## config.mk

```make
export PLATFORM = sky130hd
export DESIGN_NAME = reg_file
export DESIGN_NICKNAME = d
export VERILOG_FILES = /design/src/source/isa_pkg.sv /design/src/source/pipe_pkg.sv /design/src/source/reg_file.sv
export SDC_FILE = /design/constraint.sdc
export NUM_CORES = 2
export LEC_CHECK = 0
export ABC_CLOCK_PERIOD_IN_PS = 4100
export BUFFER_PORTS_ARGS = -buffer_cell sky130_fd_sc_hd__buf_2
export CORE_ASPECT_RATIO = 0.75
export CORE_UTILIZATION = 40
export DETAILED_ROUTE_END_ITERATION = 10
export GPL_ROUTABILITY_DRIVEN = 1
export HOLD_SLACK_MARGIN = 0.08
export RECOVER_POWER = 50
export SLEW_MARGIN = 20
export SYNTH_ARGS = -nofsm -noshare
export SYNTH_HDL_FRONTEND = slang
export SYNTH_SLANG_ARGS = --single-unit
```

## constraint.sdc

```tcl
create_clock -name clk_i -period 4.1 [get_ports clk_i]
set_clock_uncertainty 0.1 [all_clocks]
set_input_delay 0.205 -clock clk_i [delete_from_list [all_inputs] [get_ports clk_i]]
set_output_delay 0.205 -clock clk_i [all_outputs]
set_load 0.02 [all_outputs]
```

## src/source/isa_pkg.sv

```systemverilog
`default_nettype none

package isa_pkg;

    // Machine word width
    localparam int unsigned XLEN = 64;

    typedef logic [XLEN-1:0] word_t;
    typedef logic [4:0]      reg_idx_t;

    typedef enum logic {
        OP_ALU,
        OP_MUL
    } op_type_e;

    typedef enum logic [3:0] {
        ALU_ADD,
        ALU_SUB,
        ALU_AND,
        ALU_OR,
        ALU_XOR,
        ALU_SLT,
        ALU_SLTU,
        ALU_SLL,
        ALU_SRL,
        ALU_SRA
    } alu_op_e;

    // Instruction as presented to the issue port
    typedef struct packed {
        op_type_e op_type;
        alu_op_e  alu_op;
        reg_idx_t rd;
        reg_idx_t rs1;
        reg_idx_t rs2;
        logic     use_imm;
        word_t    imm;
    } instr_t;

endpackage

`default_nettype wire
```

## src/source/pipe_pkg.sv

```systemverilog
`default_nettype none

package pipe_pkg;

    // Where the data of an in-flight entry comes from
    typedef enum logic {
        FU_ALU,
        FU_MUL
    } func_unit_e;

    // What a result stage exposes to the bypass network
    typedef struct packed {
        logic              pending;
        isa_pkg::reg_idx_t rd;
        logic              data_valid;
        isa_pkg::word_t    data;
    } stage_view_t;

    // Retired result, written to the register file
    typedef struct packed {
        logic              valid;
        isa_pkg::reg_idx_t rd;
        isa_pkg::word_t    data;
    } commit_t;

endpackage

`default_nettype wire

```

## src/source/reg_file.sv

```systemverilog
`default_nettype none

module reg_file (
    input  logic              clk_i,
    input  logic              rst_ni,

    input  isa_pkg::reg_idx_t rs1_idx_i,
    input  isa_pkg::reg_idx_t rs2_idx_i,
    output isa_pkg::word_t    rs1_data_o,
    output isa_pkg::word_t    rs2_data_o,

    input  pipe_pkg::commit_t commit_i
);
    import isa_pkg::*;

    // x0 has no storage
    word_t regs_q [31:1];

    always_ff @(posedge clk_i or negedge rst_ni) begin
        if (!rst_ni) begin
            for (int i = 1; i < 32; i++) begin
                regs_q[i] <= '0;
            end
        end else if (commit_i.valid && commit_i.rd != '0) begin
            regs_q[commit_i.rd] <= commit_i.data;
        end
    end

    //////////////////////////////////////////////////
    // Read ports
    //////////////////////////////////////////////////

    // A write in the same cycle is seen through the tail stage bypass
    assign rs1_data_o = (rs1_idx_i == '0) ? '0 : regs_q[rs1_idx_i];
    assign rs2_data_o = (rs2_idx_i == '0) ? '0 : regs_q[rs2_idx_i];

endmodule

`default_nettype wire

```

==> results_dict.tcl <==
set metrics [dict create \
    status "complete, but fails checks" \
    cts.sinks 1984 \
    max_stage_delay_ns 2.48 \
    layout_setup_ws_ns 0.2572 \
    p_per_area_nw_per_um2 488.9 \
    violations "capacitance limit, slew limit" \
    final-hold-violation-count 0 \
    grt_overflow 0 \
    busiest_layer "met2" \
    cp_num_buf_inv 4 \
    worst_slew_pin_slew_ns 3.552 \
    finalSetupTns_ns 0 \
    synth.distinct_cells 36 \
    area_growth_pct 12.63 \
    leakagePower_nw 52.44 \
    via_per_inst 6.316 \
    use_met1_pct 38.20 \
    cp_cell_sequence "dlygate4sd3_1, buf_2, nand2b_1, nor3_1, buf_4, nand3_4, clkbuf_2, mux2_2" \
    worstRegToRegCells 2 \
    drc 0 \
    place_congestion 0.8201 \
    use_met3_pct 4.640 \
    rsz0062_at_grt "no" \
    drtAntennaViolNets 0 \
    dieArea_sq_um 268700 \
    fp.dieH_microns 449.1 \
    yosysTopAreaCellShare_pct 46.56 \
    top_register "regs_q" \
    grt.met2_usage_pct 41.47 \
    synth_edf_count 0 \
    setup-violations-final 0 \
    htree_levels 4 \
    port-buffer-count 209 \
    critical_path_class "in -> reg" \
    syn-instance-count 7429 \
    tritoncts "built" \
    r2r_start "regs_q[971]" \
    ys_warn_count 0 \
    drt-wirelength-per-cell_microns 32.51 \
    async_flop_share_pct 100.0 \
    arrival_ns 4.47 \
    hold_class "reg -> reg" \
    antenna_found_initial 24 \
    required_ns 4.72 \
    ys.flop_type "dfrtp_1" \
    clk_latency_ns 0.85 \
    ys_ff_latch 1984 \
    place_ws_ns 0.7391 \
    clockBufferDepth 4 \
    cts_root_buffer "clkbuf_16" \
    vias 70270 \
    slowest_stage "clkbuf_2" \
    hpwlAfterDp_microns 211700 \
    layout.area.seq_sq_um 49650 \
    largest_register_ffs 1984 \
    post-route-period-util_pct 93.73 \
    fmax_mhz 260.2 \
    cts_resized 0 \
    top_regs "regs_q (1984)" \
    clk_pin_slew_worst_paths_ns 0.06 \
    end_kind "flop" \
    drtIter0Drc 6051 \
    cap_violations 6 \
    min_path_cells 1 \
    rows 163 \
    fillers 23193 \
    multi_input_area_sq_um 53720 \
    synth_area_leaders "dfrtp_1, mux2_2, mux4_2, mux2i_1, mux2_1" \
    drive_above_1_share_pct 47.54 \
    seq_area_frac_synth_pct 46.56 \
    die_x_microns 598.2 \
    drt_wl_total_microns 361700 \
    cts_buffers 215 \
    crit_fanout 64 \
    final_nets 7493 \
    first_global_vias 72464 \
    grt_pass1_wl_microns 531000 \
    post-cts-setup-buffers 0 \
    io_pins 210 \
    start_util_pct 40.37 \
    reg2reg_to "regs_q[971]" \
    slew_viol_final 187 \
    power_mw 58.72 \
    min_to "regs_q[410]" \
    synth_common_cells "mux2_2, dfrtp_1, mux4_2, mux2i_1, clkbuf_1" \
    rrSetupSlack_ns 2.67 \
    synth_most_common_cell "mux2_2" \
    synth.cell_area_sq_um 106600 \
    ctsHoldBuffers 76 \
    worst_ir_drop_vdd_mv 0.4024 \
    crit_cells 8 \
    cp-start-kind "input pin" \
    dr.pass1.iters 5 \
    synth_fp_nets 7511 \
    track_usage_pct 26.73 \
    grt_max_degree 166 \
    post-route-min-period_ns 3.843 \
    slew_headroom_pct -136.8 \
    syn_area_per_cell_sq_um 14.35 \
    crit_family "buffers and inverters" \
    worstHoldStart "regs_q[410]" \
    fin_area_sq_um 120100 \
    place_area_sq_um 112400 \
    coreArea_sq_um 264100 \
    synth_top_area_cell "dfrtp_1" \
]
## cells by family (layout without fill, tap and decap cells)
| family | count (synthesis) | count (layout) | share of synthesized area (%) |
|---|---|---|---|
| compound gates | 593 | 593 | 3.928 |
| flops | 1984 | 1984 | 46.56 |
| simple gates | 623 | 623 | 2.766 |
| other cells | 0 | 3 | 0 |
| buf+inv | 800 | 947 | 3.335 |
| mux | 3429 | 3429 | 43.41 |
## worst max path at each step
| stage | startpoint | to | slack [ns] |
|---|---|---|---|
| global route | rst_ni | regs_q[91] | 0.27 |
| global placement | rs2_idx_i[0] | rs2_data_o[29] | 0.64 |
| detailed placement | rs1_idx_i[0] | rs1_data_o[41] | 0.74 |
| CTS | regs_q[1575] | rs2_data_o[39] | 0.62 |
| finish | commit_i[68] | regs_q[185] | 0.26 |
| floorplan | rs2_idx_i[0] | rs2_data_o[10] | 1.85 |
## area by class of cell
class,count,area share (%)
Clock buffer,319,5.334
Sequential cell,1984,41.34
Timing Repair Buffer,565,4.341
Clock inverter,63,0.5584
Antenna cell,3,0.006251
Tap cell,3547,3.695
Multi-Input combinational cell,4645,44.73
## cell usage in the layout, fill, tap and decap left out, types with 75 or more instances in the layout
master / synthesis / routed
a22oi_1: 87 / 87
dfrtp_1: 1984 / 1984
mux4_2: 738 / 738
clkbuf_16: 0 / 219
nand2_1: 229 / 215
mux2_2: 2003 / 2003
nor2b_1: 131 / 121
o21ai_0: 101 / 99
mux2_1: 182 / 182
nor3_1: 91 / 91
buf_2: 255 / 197
buf_4: 54 / 161
mux2i_1: 506 / 506
dlygate4sd3_1: 0 / 75
nor2_1: 104 / 101
a221oi_1: 118 / 118
buf_12: 0 / 97
## stage by stage
step | hold slack (ns) | instances | util [%]
4_1_cts | 0.3332 | 11123 | 45.54
3_5_place_dp | 0.04932 | 10665 | 42.57
5_1_grt | 0.4119 | 11125 | 45.47
3_3_place_gp | 0.04678 | 10663 | 42.55
2_1_floorplan | -0.1906 | 7429 | -
6_report | 0.4031 | 11126 | 45.48
## layer usage
layer / up-vias / part of all wire [%]
met1: 38361 / 43
met2: 2885 / 46
li1: 28411 / -
met3: 601 / 7.4
met5: - / 0.023
met4: 12 / 3.3
## power breakdown
group | internal, mW | total, mW | switching, mW
registers | 23.4 | 26.3 | 2.91
clock network | 11.6 | 19.8 | 8.29
logic | 7.11 | 12.5 | 5.43
total | 42.1 | 58.7 | 16.6
Power figures use the tool's default switching activity.
