--- src/source/isa_pkg.sv ---
`default_nettype none

package isa_pkg;

    // Machine word width
    localparam int unsigned XLEN = 64;

    typedef logic [XLEN-1:0] word_t;
    typedef logic [4:0]      reg_idx_t;

    typedef enum logic {
        OP_ALU,
        OP_MUL
    } op_type_e;

    typedef enum logic [3:0] {
        ALU_ADD,
        ALU_SUB,
        ALU_AND,
        ALU_OR,
        ALU_XOR,
        ALU_SLT,
        ALU_SLTU,
        ALU_SLL,
        ALU_SRL,
        ALU_SRA
    } alu_op_e;

    // Instruction as presented to the issue port
    typedef struct packed {
        op_type_e op_type;
        alu_op_e  alu_op;
        reg_idx_t rd;
        reg_idx_t rs1;
        reg_idx_t rs2;
        logic     use_imm;
        word_t    imm;
    } instr_t;

endpackage

`default_nettype wire
--- src/source/mul_unit.sv ---
`default_nettype none

module mul_unit (
    input  logic           clk_i,
    input  logic           rst_ni,
    input  logic           start_i,
    input  isa_pkg::word_t a_i,
    input  isa_pkg::word_t b_i,
    output logic           ready_o,
    output logic           valid_o,
    output isa_pkg::word_t product_o
);
    import isa_pkg::*;

    // Two multiplier bits retire per cycle
    localparam int unsigned STEPS  = XLEN / 2;
    localparam int unsigned STEP_W = $clog2(STEPS);

    typedef enum logic [1:0] {
        MUL_IDLE,
        MUL_RUN,
        MUL_DONE
    } mul_state_e;

    mul_state_e        state_q;
    logic [STEP_W-1:0] step_q;
    logic              valid_q;
    word_t             a_q;
    word_t             b_q;
    word_t             acc_q;
    word_t             partial;

    // Radix-4 partial product, 0, a, 2a or 3a
    assign partial = (b_q[0] ? a_q : '0) + (b_q[1] ? {a_q[XLEN-2:0], 1'b0} : '0);

    always_ff @(posedge clk_i or negedge rst_ni) begin
        if (!rst_ni) begin
            state_q <= MUL_IDLE;
            step_q  <= '0;
            valid_q <= 1'b0;
        end else begin
            unique case (state_q)
                MUL_IDLE: begin
                    if (start_i) begin
                        state_q <= MUL_RUN;
                        step_q  <= '0;
                    end
                end
                MUL_RUN: begin
                    step_q <= step_q + 1'b1;
                    if (step_q == STEP_W'(STEPS - 1)) begin
                        state_q <= MUL_DONE;
                        valid_q <= 1'b1;
                    end
                end
                MUL_DONE: begin
                    state_q <= MUL_IDLE;
                    valid_q <= 1'b0;
                end
                default: state_q <= MUL_IDLE;
            endcase
        end
    end

    always_ff @(posedge clk_i) begin
        if (state_q == MUL_IDLE && start_i) begin
            a_q   <= a_i;
            b_q   <= b_i;
            acc_q <= '0;
        end else if (state_q == MUL_RUN) begin
            acc_q <= acc_q + partial;
            a_q   <= a_q << 2;
            b_q   <= b_q >> 2;
        end
    end

    assign ready_o   = state_q == MUL_IDLE;
    assign valid_o   = valid_q;
    assign product_o = acc_q;

    assert property (@(posedge clk_i) disable iff (!rst_ni)
        !(valid_o && state_q == MUL_IDLE));

endmodule

`default_nettype wire

--- config.mk ---
export PLATFORM = sky130hd
export DESIGN_NAME = mul_unit
export DESIGN_NICKNAME = d
export VERILOG_FILES = /design/src/source/isa_pkg.sv /design/src/source/mul_unit.sv
export SDC_FILE = /design/constraint.sdc
export NUM_CORES = 1
export LEC_CHECK = 0
export BUFFER_PORTS_ARGS = -buffer_cell sky130_fd_sc_hd__clkbuf_2
export CAP_MARGIN = 20
export CORE_MARGIN = 4
export CORE_UTILIZATION = 55
export DETAILED_ROUTE_END_ITERATION = 16
export GPL_TIMING_DRIVEN = 0
export PLACE_DENSITY = 0.77
export SLEW_MARGIN = 5
export SYNTH_ARGS = -nofsm -noshare
export SYNTH_HDL_FRONTEND = slang
export SYNTH_SLANG_ARGS = --single-unit
--- constraint.sdc ---
create_clock -name clk_i -period 5.8 [get_ports clk_i]
set_input_delay 1.74 -clock clk_i [delete_from_list [all_inputs] [get_ports clk_i]]
set_output_delay 1.74 -clock clk_i [all_outputs]
set_load 0.01 [all_outputs]
==> results of run 1 <==
==> cells by family after synthesis <==
| family | synth area share, % |
|---|---|
| flip-flops | 39.2 |
| AO/OA/AOI/OAI | 13.3 |
| AND/OR/NAND/NOR | 16.0 |
| multiplexers | 10.3 |
| XOR/XNOR | 3.48 |
| adder cells (fa/ha/maj) | 15.3 |
| buffers and inverters | 2.52 |
==> cells in the final DEF (no fill, tap or decap), types with 19 or more instances in the layout <==
master	instances
fa_1	63
nand3_1	19
nor2_1	52
a21o_1	22
ha_1	65
clkbuf_2	199
o21ai_0	62
and2_1	127
xnor2_1	37
mux2_2	124
nand2_1	156
edfxtp_1	128
a21oi_1	111
dfxtp_1	64
clkbuf_1	50
==> tightest hold or removal path, stage by stage (launching register included) <==
cell and delay [ns]:
dfxtp_1 0.33, nand2_1 0.05, a21oi_1 0.06
==> metrics by stage <==
stage          hold slack, ns  setup slack (ns)  setup TNS, ns
2_1_floorplan           0.465             0.456              0
3_3_place_gp            0.461             -1.56        -197.38
3_5_place_dp            0.474             0.274              0
4_1_cts                 0.485             0.258              0
5_1_grt                 0.507            0.0391              0
6_report                0.483             0.337              0
==> metal layers <==
| metal | vias up | routed length [µm] | track usage (%) |
|---|---|---|---|
| met3 | 73 | 2580 | 5.53 |
| met4 | 0 | 1040 | 8.32 |
| li1 | 5145 | - | - |
| met5 | - | 0 | 0 |
| met1 | 5210 | 15800 | 36.8 |
| met2 | 391 | 16400 | 42.0 |
==> area by class of cell <==
type / count / area, µm²
plain buffers: 71 / 284
clock buffers: 17 / 425
clock inverters: 15 / 218
fillers: 2016 / 8680
inverters: 16 / 65.1
multi-input cells: 1025 / 7910
flip-flops and latches: 200 / 5330
well taps: 324 / 405
repair buffers: 197 / 1010
==> worst max-delay path by stage <==
stage / from / end / slack [ns]
global route: b_q[0]$_DFFE_PP_ / product_o[57]$_SDFFE_PP0P_ / 0.04
detailed placement: b_q[0]$_DFFE_PP_ / product_o[61]$_SDFFE_PP0P_ / 0.27
CTS: b_q[0]$_DFFE_PP_ / product_o[61]$_SDFFE_PP0P_ / 0.26
global placement: start_i / a_q[24]$_DFFE_PP_ / -1.56
finish: b_q[0]$_DFFE_PP_ / product_o[61]$_SDFFE_PP0P_ / 0.34
floorplan: start_i / a_q[0]$_SDFFCE_PN0P_ / 0.46
==> cell usage after synthesis (all sizes together), types with 2 or more instances <==
cell	number	area share, %
nand2	156	4.3
a221o	3	0.22
nor4	3	0.14
a211oi	12	0.70
o31a	2	0.13
a21o	22	1.2
clkbuf	53	1.5
mux2	124	10
o2111ai	3	0.24
a22o	2	0.13
o21bai	17	0.97
nor2	52	1.4
a22oi	2	0.11
o21ai	63	2.3
a311oi	4	0.26
nand4	16	0.74
a21oi	111	4.1
o211ai	5	0.28
xor2	17	1.1
and2	129	6.0
dfxtp	64	9.4
nand2b	2	0.092
ha	65	6.0
edfxtp	128	28
nand3	20	0.77
o21a	4	0.22
a31oi	11	0.55
a41oi	4	0.26
nor2b	10	0.46
o22ai	7	0.32
inv	16	0.44
and3	13	0.67
dfrtp	8	1.5
o31ai	6	0.43
buf	18	0.60
nor3	15	0.55
nand4b	3	0.19
fa	63	9.3
or3	3	0.14
xnor2	37	2.4
or2	3	0.14
or4	4	0.22
==> sequential cells by signal, indices dropped and copies added, names as in the netlist <==
register   flops
step_q         5
b_q           64
a_q           64
state_q        2
valid_o        1
product_o     64
==> impl_results.md, run 1 <==
- Status: complete, no violations
- Via count: 10800
- Post-DP HPWL: 27200 µm
- Die area: 27300 µm²
- RSZ-0062 raised after global routing: no
- Synth Register Bits: 200
- Worst r2r src: b_q[0]$_DFFE_PP_
- Hold EP: product_o[1]$_SDFFE_PP0P_
- Critical Path Stages: 17
- GP Congestion: 0.956
- Iter 0 DRT Violations: about 840
- Sequential element share of the synthesized area: about two fifths
- Max Freq: roughly 180 MHz
- Gr usage total: 26.5%
- Async S/R FF share, synth: 4.00%
- Finished Cell Area: 15600 µm²
- CP Capture Type: flip-flop
- WL final: 35800 µm
- Synthesized cell area: between 10000 and 15000 µm²
- Core area: 24300 µm²
- Layout cells sized above 1: 24.8%
- Post-CTS setup buffer count: 0
- Min Tclk post-route: 5.46 ns
- DR vias/cell: 5.80
- Clock buffer depth: 2
- Vias in the first global route: 10900
- Worst R2R Setup Slack: 0.34 ns
- # Max-Cap Violations: 0
- Cells after Synth: 1312
- Crit path cell chain: clkbuf_1, clkbuf_2, nand2_1, fa_1, inv_1, ha_1, fa_1, a211oi_1, o21ai_0, a41oi_1, a31oi_1, a211oi_1, nor3_1, a31o_2, a31oi_1, xnor2_1, a22o_1
- CP max stage delay: 0.52 ns
- Placed insts: roughly 1800
- Worst Path Arrival: 5.81 ns
- CP Class: reg2reg
- Dpl cell area: 15000 µm²
- Clk slew on worst S/H paths: 0.09 ns
- Crit path buffers/inverters: 3
- Max FO, Critical Path: 10
- Crit-path leading delay family: compound AO/OA/AOI/OAI gates
- Non-filler cells, final: 1865
- Worst Path Required: 6.15 ns
- Area Growth Syn to Fin: 15.2%
- Prevailing post-synth register cell: edfxtp_1
- Hold WC Path Type: reg2reg
- Clock Sinks: 200
- Die Height: 165 µm
- Mapped Nets: approximately 1600
- Grt total ovfl: 0
- Inserted Clock Buffers: 17
- Buffers on Ports: 196
- TritonCTS clock tree: yes
- Rel. slew slack: 36.8%
- Die X: between 150 and 200 µm
- Reg-to-reg critical path endpoint: product_o[61]$_SDFFE_PP0P_
- Layout Nets: 1787
- Hold Fails Final Rpt: 0
- Mean Syn Cell Area: approximately 10 µm²
- Post_cts resized: 0
- Largest net degree at the start of global routing: just under 100
- Ys Warns: 0
- Reg2reg path depth: 17
- Worst-skew pair later-pin latency: about 0.45 ns
- Slew Viols, Final: 0
- First-pass GRT wire length: 56800 µm
- Hold path cells: 2
- Num rows: 57
- # DRC: 0
- Wire length per cell: 19.2 µm
- CP max stage cell: fa_1
- Tightest Pin Transition: ~0.95 ns
- Worst Clk Skew: 0.0139 ns
- Cts hold-fix bufs: 0
- Antenna cells: 0
- Initial DRT Pass Iterations: 7
- Tcrit/Tclk final: 94.2%
- # IOs: 197
- Hold Crit Start: product_o[1]$_SDFFE_PP0P_
- Root Driver: clkbuf_16
- Final Setup Violations: 0
- Number of synthesized flops with an enable pin: roughly 130
- Distinct cells, synth: 66
- Initial antenna violation count: 0
- Critical path launch point type: flip-flop
- H-Tree Level Count: 4
- Final core occ: 64.3%
- Final ANT Viol Nets: 0
- Starting Density: 55.8%
Power of run 1 is not shown: default switching activity piles up to over one toggle a cycle in this logic, so the estimate is an artifact.
==> inputs of run 2 (changes only) <==
--- a/config.mk
+++ b/config.mk
@@ -6,12 +6,14 @@
 export NUM_CORES = 1
 export LEC_CHECK = 0
 export BUFFER_PORTS_ARGS = -buffer_cell sky130_fd_sc_hd__clkbuf_2
-export CAP_MARGIN = 20
+export CAP_MARGIN = 10
+export CELL_PAD_IN_SITES_DETAIL_PLACEMENT = 2
+export CELL_PAD_IN_SITES_GLOBAL_PLACEMENT = 2
 export CORE_MARGIN = 4
-export CORE_UTILIZATION = 55
+export CORE_UTILIZATION = 38
 export DETAILED_ROUTE_END_ITERATION = 16
 export GPL_TIMING_DRIVEN = 0
-export PLACE_DENSITY = 0.77
+export PLACE_DENSITY_LB_ADDON = 0.1
 export SLEW_MARGIN = 5
 export SYNTH_ARGS = -nofsm -noshare
 export SYNTH_HDL_FRONTEND = slang
==> run 2 against run 1 <==
Compared with the run above:
- first-iteration DRC count down 33%
- core utilization is 19 points lower
- cell count rose by 7.0%
- critical endpoint is now product_o[57]$_SDFFE_PP0P_
- highest routed layer unchanged
- clock skew down 0.0010 ns
- die area rose by 42%
- critical path type unchanged
==> impl_results.md, run 2 (same netlist as run 1, synthesis figures left out) <==
- Dpl ws: -0.332 ns (was 0.274 ns)
- Hold Crit Start: product_o[20]$_SDFFE_PP0P_ (was product_o[1]$_SDFFE_PP0P_)
- Min Tclk post-route: 5.47 ns (was 5.46 ns)
- Non-filler cells, final: 1995 (was 1865)
- Slew Viols, Final: 0 (unchanged)
- Num rows: 68 (was 57)
- Tightest Pin Transition: 1.04 ns (was 0.949 ns)
- Die X: 197 µm (was 165 µm)
- Worst-skew pair later-pin latency: 0.47 ns (was 0.45 ns)
- Iter 0 DRT Violations: 569 (was 843)
- DR vias/cell: 5.51 (was 5.80)
- Area Growth Syn to Fin: 15.8% (was 15.2%)
- WL final: 46000 µm (was 35800 µm)
- Setup TNS: 0 ns (unchanged)
- Antenna cells: 0 (unchanged)
- Hold WC Path Type: reg2reg (unchanged)
- Layout cells sized above 1: 24.7% (was 24.8%)
- Grt total ovfl: 0 (unchanged)
- # Max-Cap Violations: 0 (unchanged)
- Placed insts: 1964 (was 1833)
- Worst Path Required: 6.11 ns (was 6.15 ns)
- Worst r2r src: b_q[1]$_DFFE_PP_ (was b_q[0]$_DFFE_PP_)
- Max FO, Critical Path: 10 (unchanged)
- Core area: 34900 µm² (was 24300 µm²)
- Die Height: 197 µm (was 165 µm)
- Reg-to-reg critical path endpoint: product_o[57]$_SDFFE_PP0P_ (was product_o[61]$_SDFFE_PP0P_)
- Routing usage on met1: 31.7% (was 36.8%)
- Clock Sinks: 200 (unchanged)
- Largest net degree at the start of global routing: 91 (was 99)
- Worst R2R Setup Slack: 0.33 ns (was 0.34 ns)
- H-Tree Level Count: 4 (unchanged)
- TritonCTS clock tree: yes (unchanged)
- Final ANT Viol Nets: 0 (unchanged)
- Die area: 38800 µm² (was 27300 µm²)
- Hold Fails Final Rpt: 0 (unchanged)
- Cts hold-fix bufs: 0 (unchanged)
- Final worst slack: 0.334 ns (was 0.337 ns)
- Tcrit/Tclk final: 94.2% (about the same)
- Met2 GRT Util: 40.8% (was 42.0%)
- Initial antenna violation count: 0 (unchanged)
- Fillers: 3759 (was 2016)
- Status: complete, no violations (unchanged)
- Hold path cells: 2 (unchanged)
- Hold EP: product_o[20]$_SDFFE_PP0P_ (was product_o[1]$_SDFFE_PP0P_)
- Worst Clk Skew: 0.0129 ns (was 0.0139 ns)
- CP Capture Type: flip-flop (unchanged)
- Critical path launch point type: flip-flop (unchanged)
- Reg2reg path depth: 16 (was 17)
- Clk slew on worst S/H paths: 0.08 ns (was 0.09 ns)
- Post-DP HPWL: 35700 µm (was 27200 µm)
- GP Congestion: 0.863 (was 0.956)
- # IOs: 197 (unchanged)
- Met3 Usage GRT: 4.32% (was 5.53%)
- CP Class: reg2reg (unchanged)
- Final Setup Violations: 0 (unchanged)
- Vias in the first global route: 12400 (was 10900)
- Starting Density: 38.9% (was 55.8%)
- # DRC: 0 (unchanged)
- Max Freq: 183 MHz (about the same)
- Rel. slew slack: 30.7% (was 36.8%)
- Clock buffer depth: 2 (unchanged)
- Most frequent cells in the layout: clkbuf_2 (199), nand2_1 (156), edfxtp_1 (128) (unchanged)
- Wire length per cell: 23.0 µm (was 19.2 µm)
- Via count: 11000 (was 10800)
- Gr usage total: 24.0% (was 26.5%)
- GR peak layer: met2 (unchanged)
- Root Driver: clkbuf_16 (unchanged)
- Most common cell after layout, fill and taps aside: clkbuf_2 (unchanged)
- Layout Nets: 1786 (was 1787)
- Initial DRT Pass Iterations: 5 (was 7)
- RSZ-0062 raised after global routing: no (unchanged)
- Buffers on Ports: 196 (unchanged)
- First-pass GRT wire length: 72500 µm (was 56800 µm)
- Final core occ: 45.1% (was 64.3%)
- Inserted Clock Buffers: 17 (unchanged)
- Worst Path Arrival: 5.78 ns (was 5.81 ns)
[run 2: changes by cell type in the layout (fill, tap and decap cells not counted), sizes merged]
cell	change
inv	-4
clkinvlp	+2
buf	+1
[run 2: worst max-delay path by stage]
stage | startpoint | endpoint | slack [ns] | cells past startpoint
4_1_cts | b_q[1]$_DFFE_PP_ | product_o[57]$_SDFFE_PP0P_ | 0.16 | 16
3_3_place_gp | start_i | b_q[55]$_DFFE_PP_ | -1.86 | 6
2_1_floorplan | start_i | a_q[0]$_SDFFCE_PN0P_ | 0.46 | 5
6_report | b_q[1]$_DFFE_PP_ | product_o[57]$_SDFFE_PP0P_ | 0.33 | 16
3_5_place_dp | b_q[0]$_DFFE_PP_ | product_o[57]$_SDFFE_PP0P_ | -0.33 | 17
5_1_grt | b_q[1]$_DFFE_PP_ | product_o[57]$_SDFFE_PP0P_ | 0.09 | 16
[run 2: timing repair]
| item | CTS | global route |
|---|---|---|
| resized for setup | 0 | 5 |
| endpoints found under the setup margin | 4 | 3 |
| buffers inserted | 1 | 0 |
[run 2: layout make-up]
class,count,area [µm²],area share (%)
inverter,16,65.1,0.414
timing repair buffer,198,1020,6.46
clock inverter,13,120,0.764
multi-input combinational,1025,7920,50.4
clock buffer,19,433,2.75
sequential,200,5330,33.9
tap,455,569,3.62
buffer,69,277,1.76
[run 2: routing by layer]
| layer | up-vias | share of wire [%] |
|---|---|---|
| met1 | 5632 | 45 |
| met5 | - | 0 |
| met4 | 0 | 2.0 |
| met2 | 185 | 49 |
| met3 | 40 | 3.7 |
| li1 | 5136 | - |
[run 2: metrics by stage]
step	instance area (µm²)	hold slack (ns)
CTS	15700	0.502
global placement	15100	0.475
floorplan	13600	0.465
detailed placement	15200	0.492
finish	15700	0.500
global route	15700	0.523
[run 2: worst max-delay path: stages, from the launching register on]
cell and delay (ns):
edfxtp_1 0.72, clkbuf_2 0.39, nand2_1 0.12, fa_1 0.50, inv_1 0.05, ha_1 0.22
fa_1 0.43, a211oi_1 0.37, o21ai_0 0.30, a41oi_1 0.54, a31oi_2 0.26, a211oi_1 0.34
nor3_1 0.18, a31o_2 0.34, a31oi_1 0.28, xor2_1 0.17, o21ai_0 0.09
Power of run 2 is left out for the same reason.
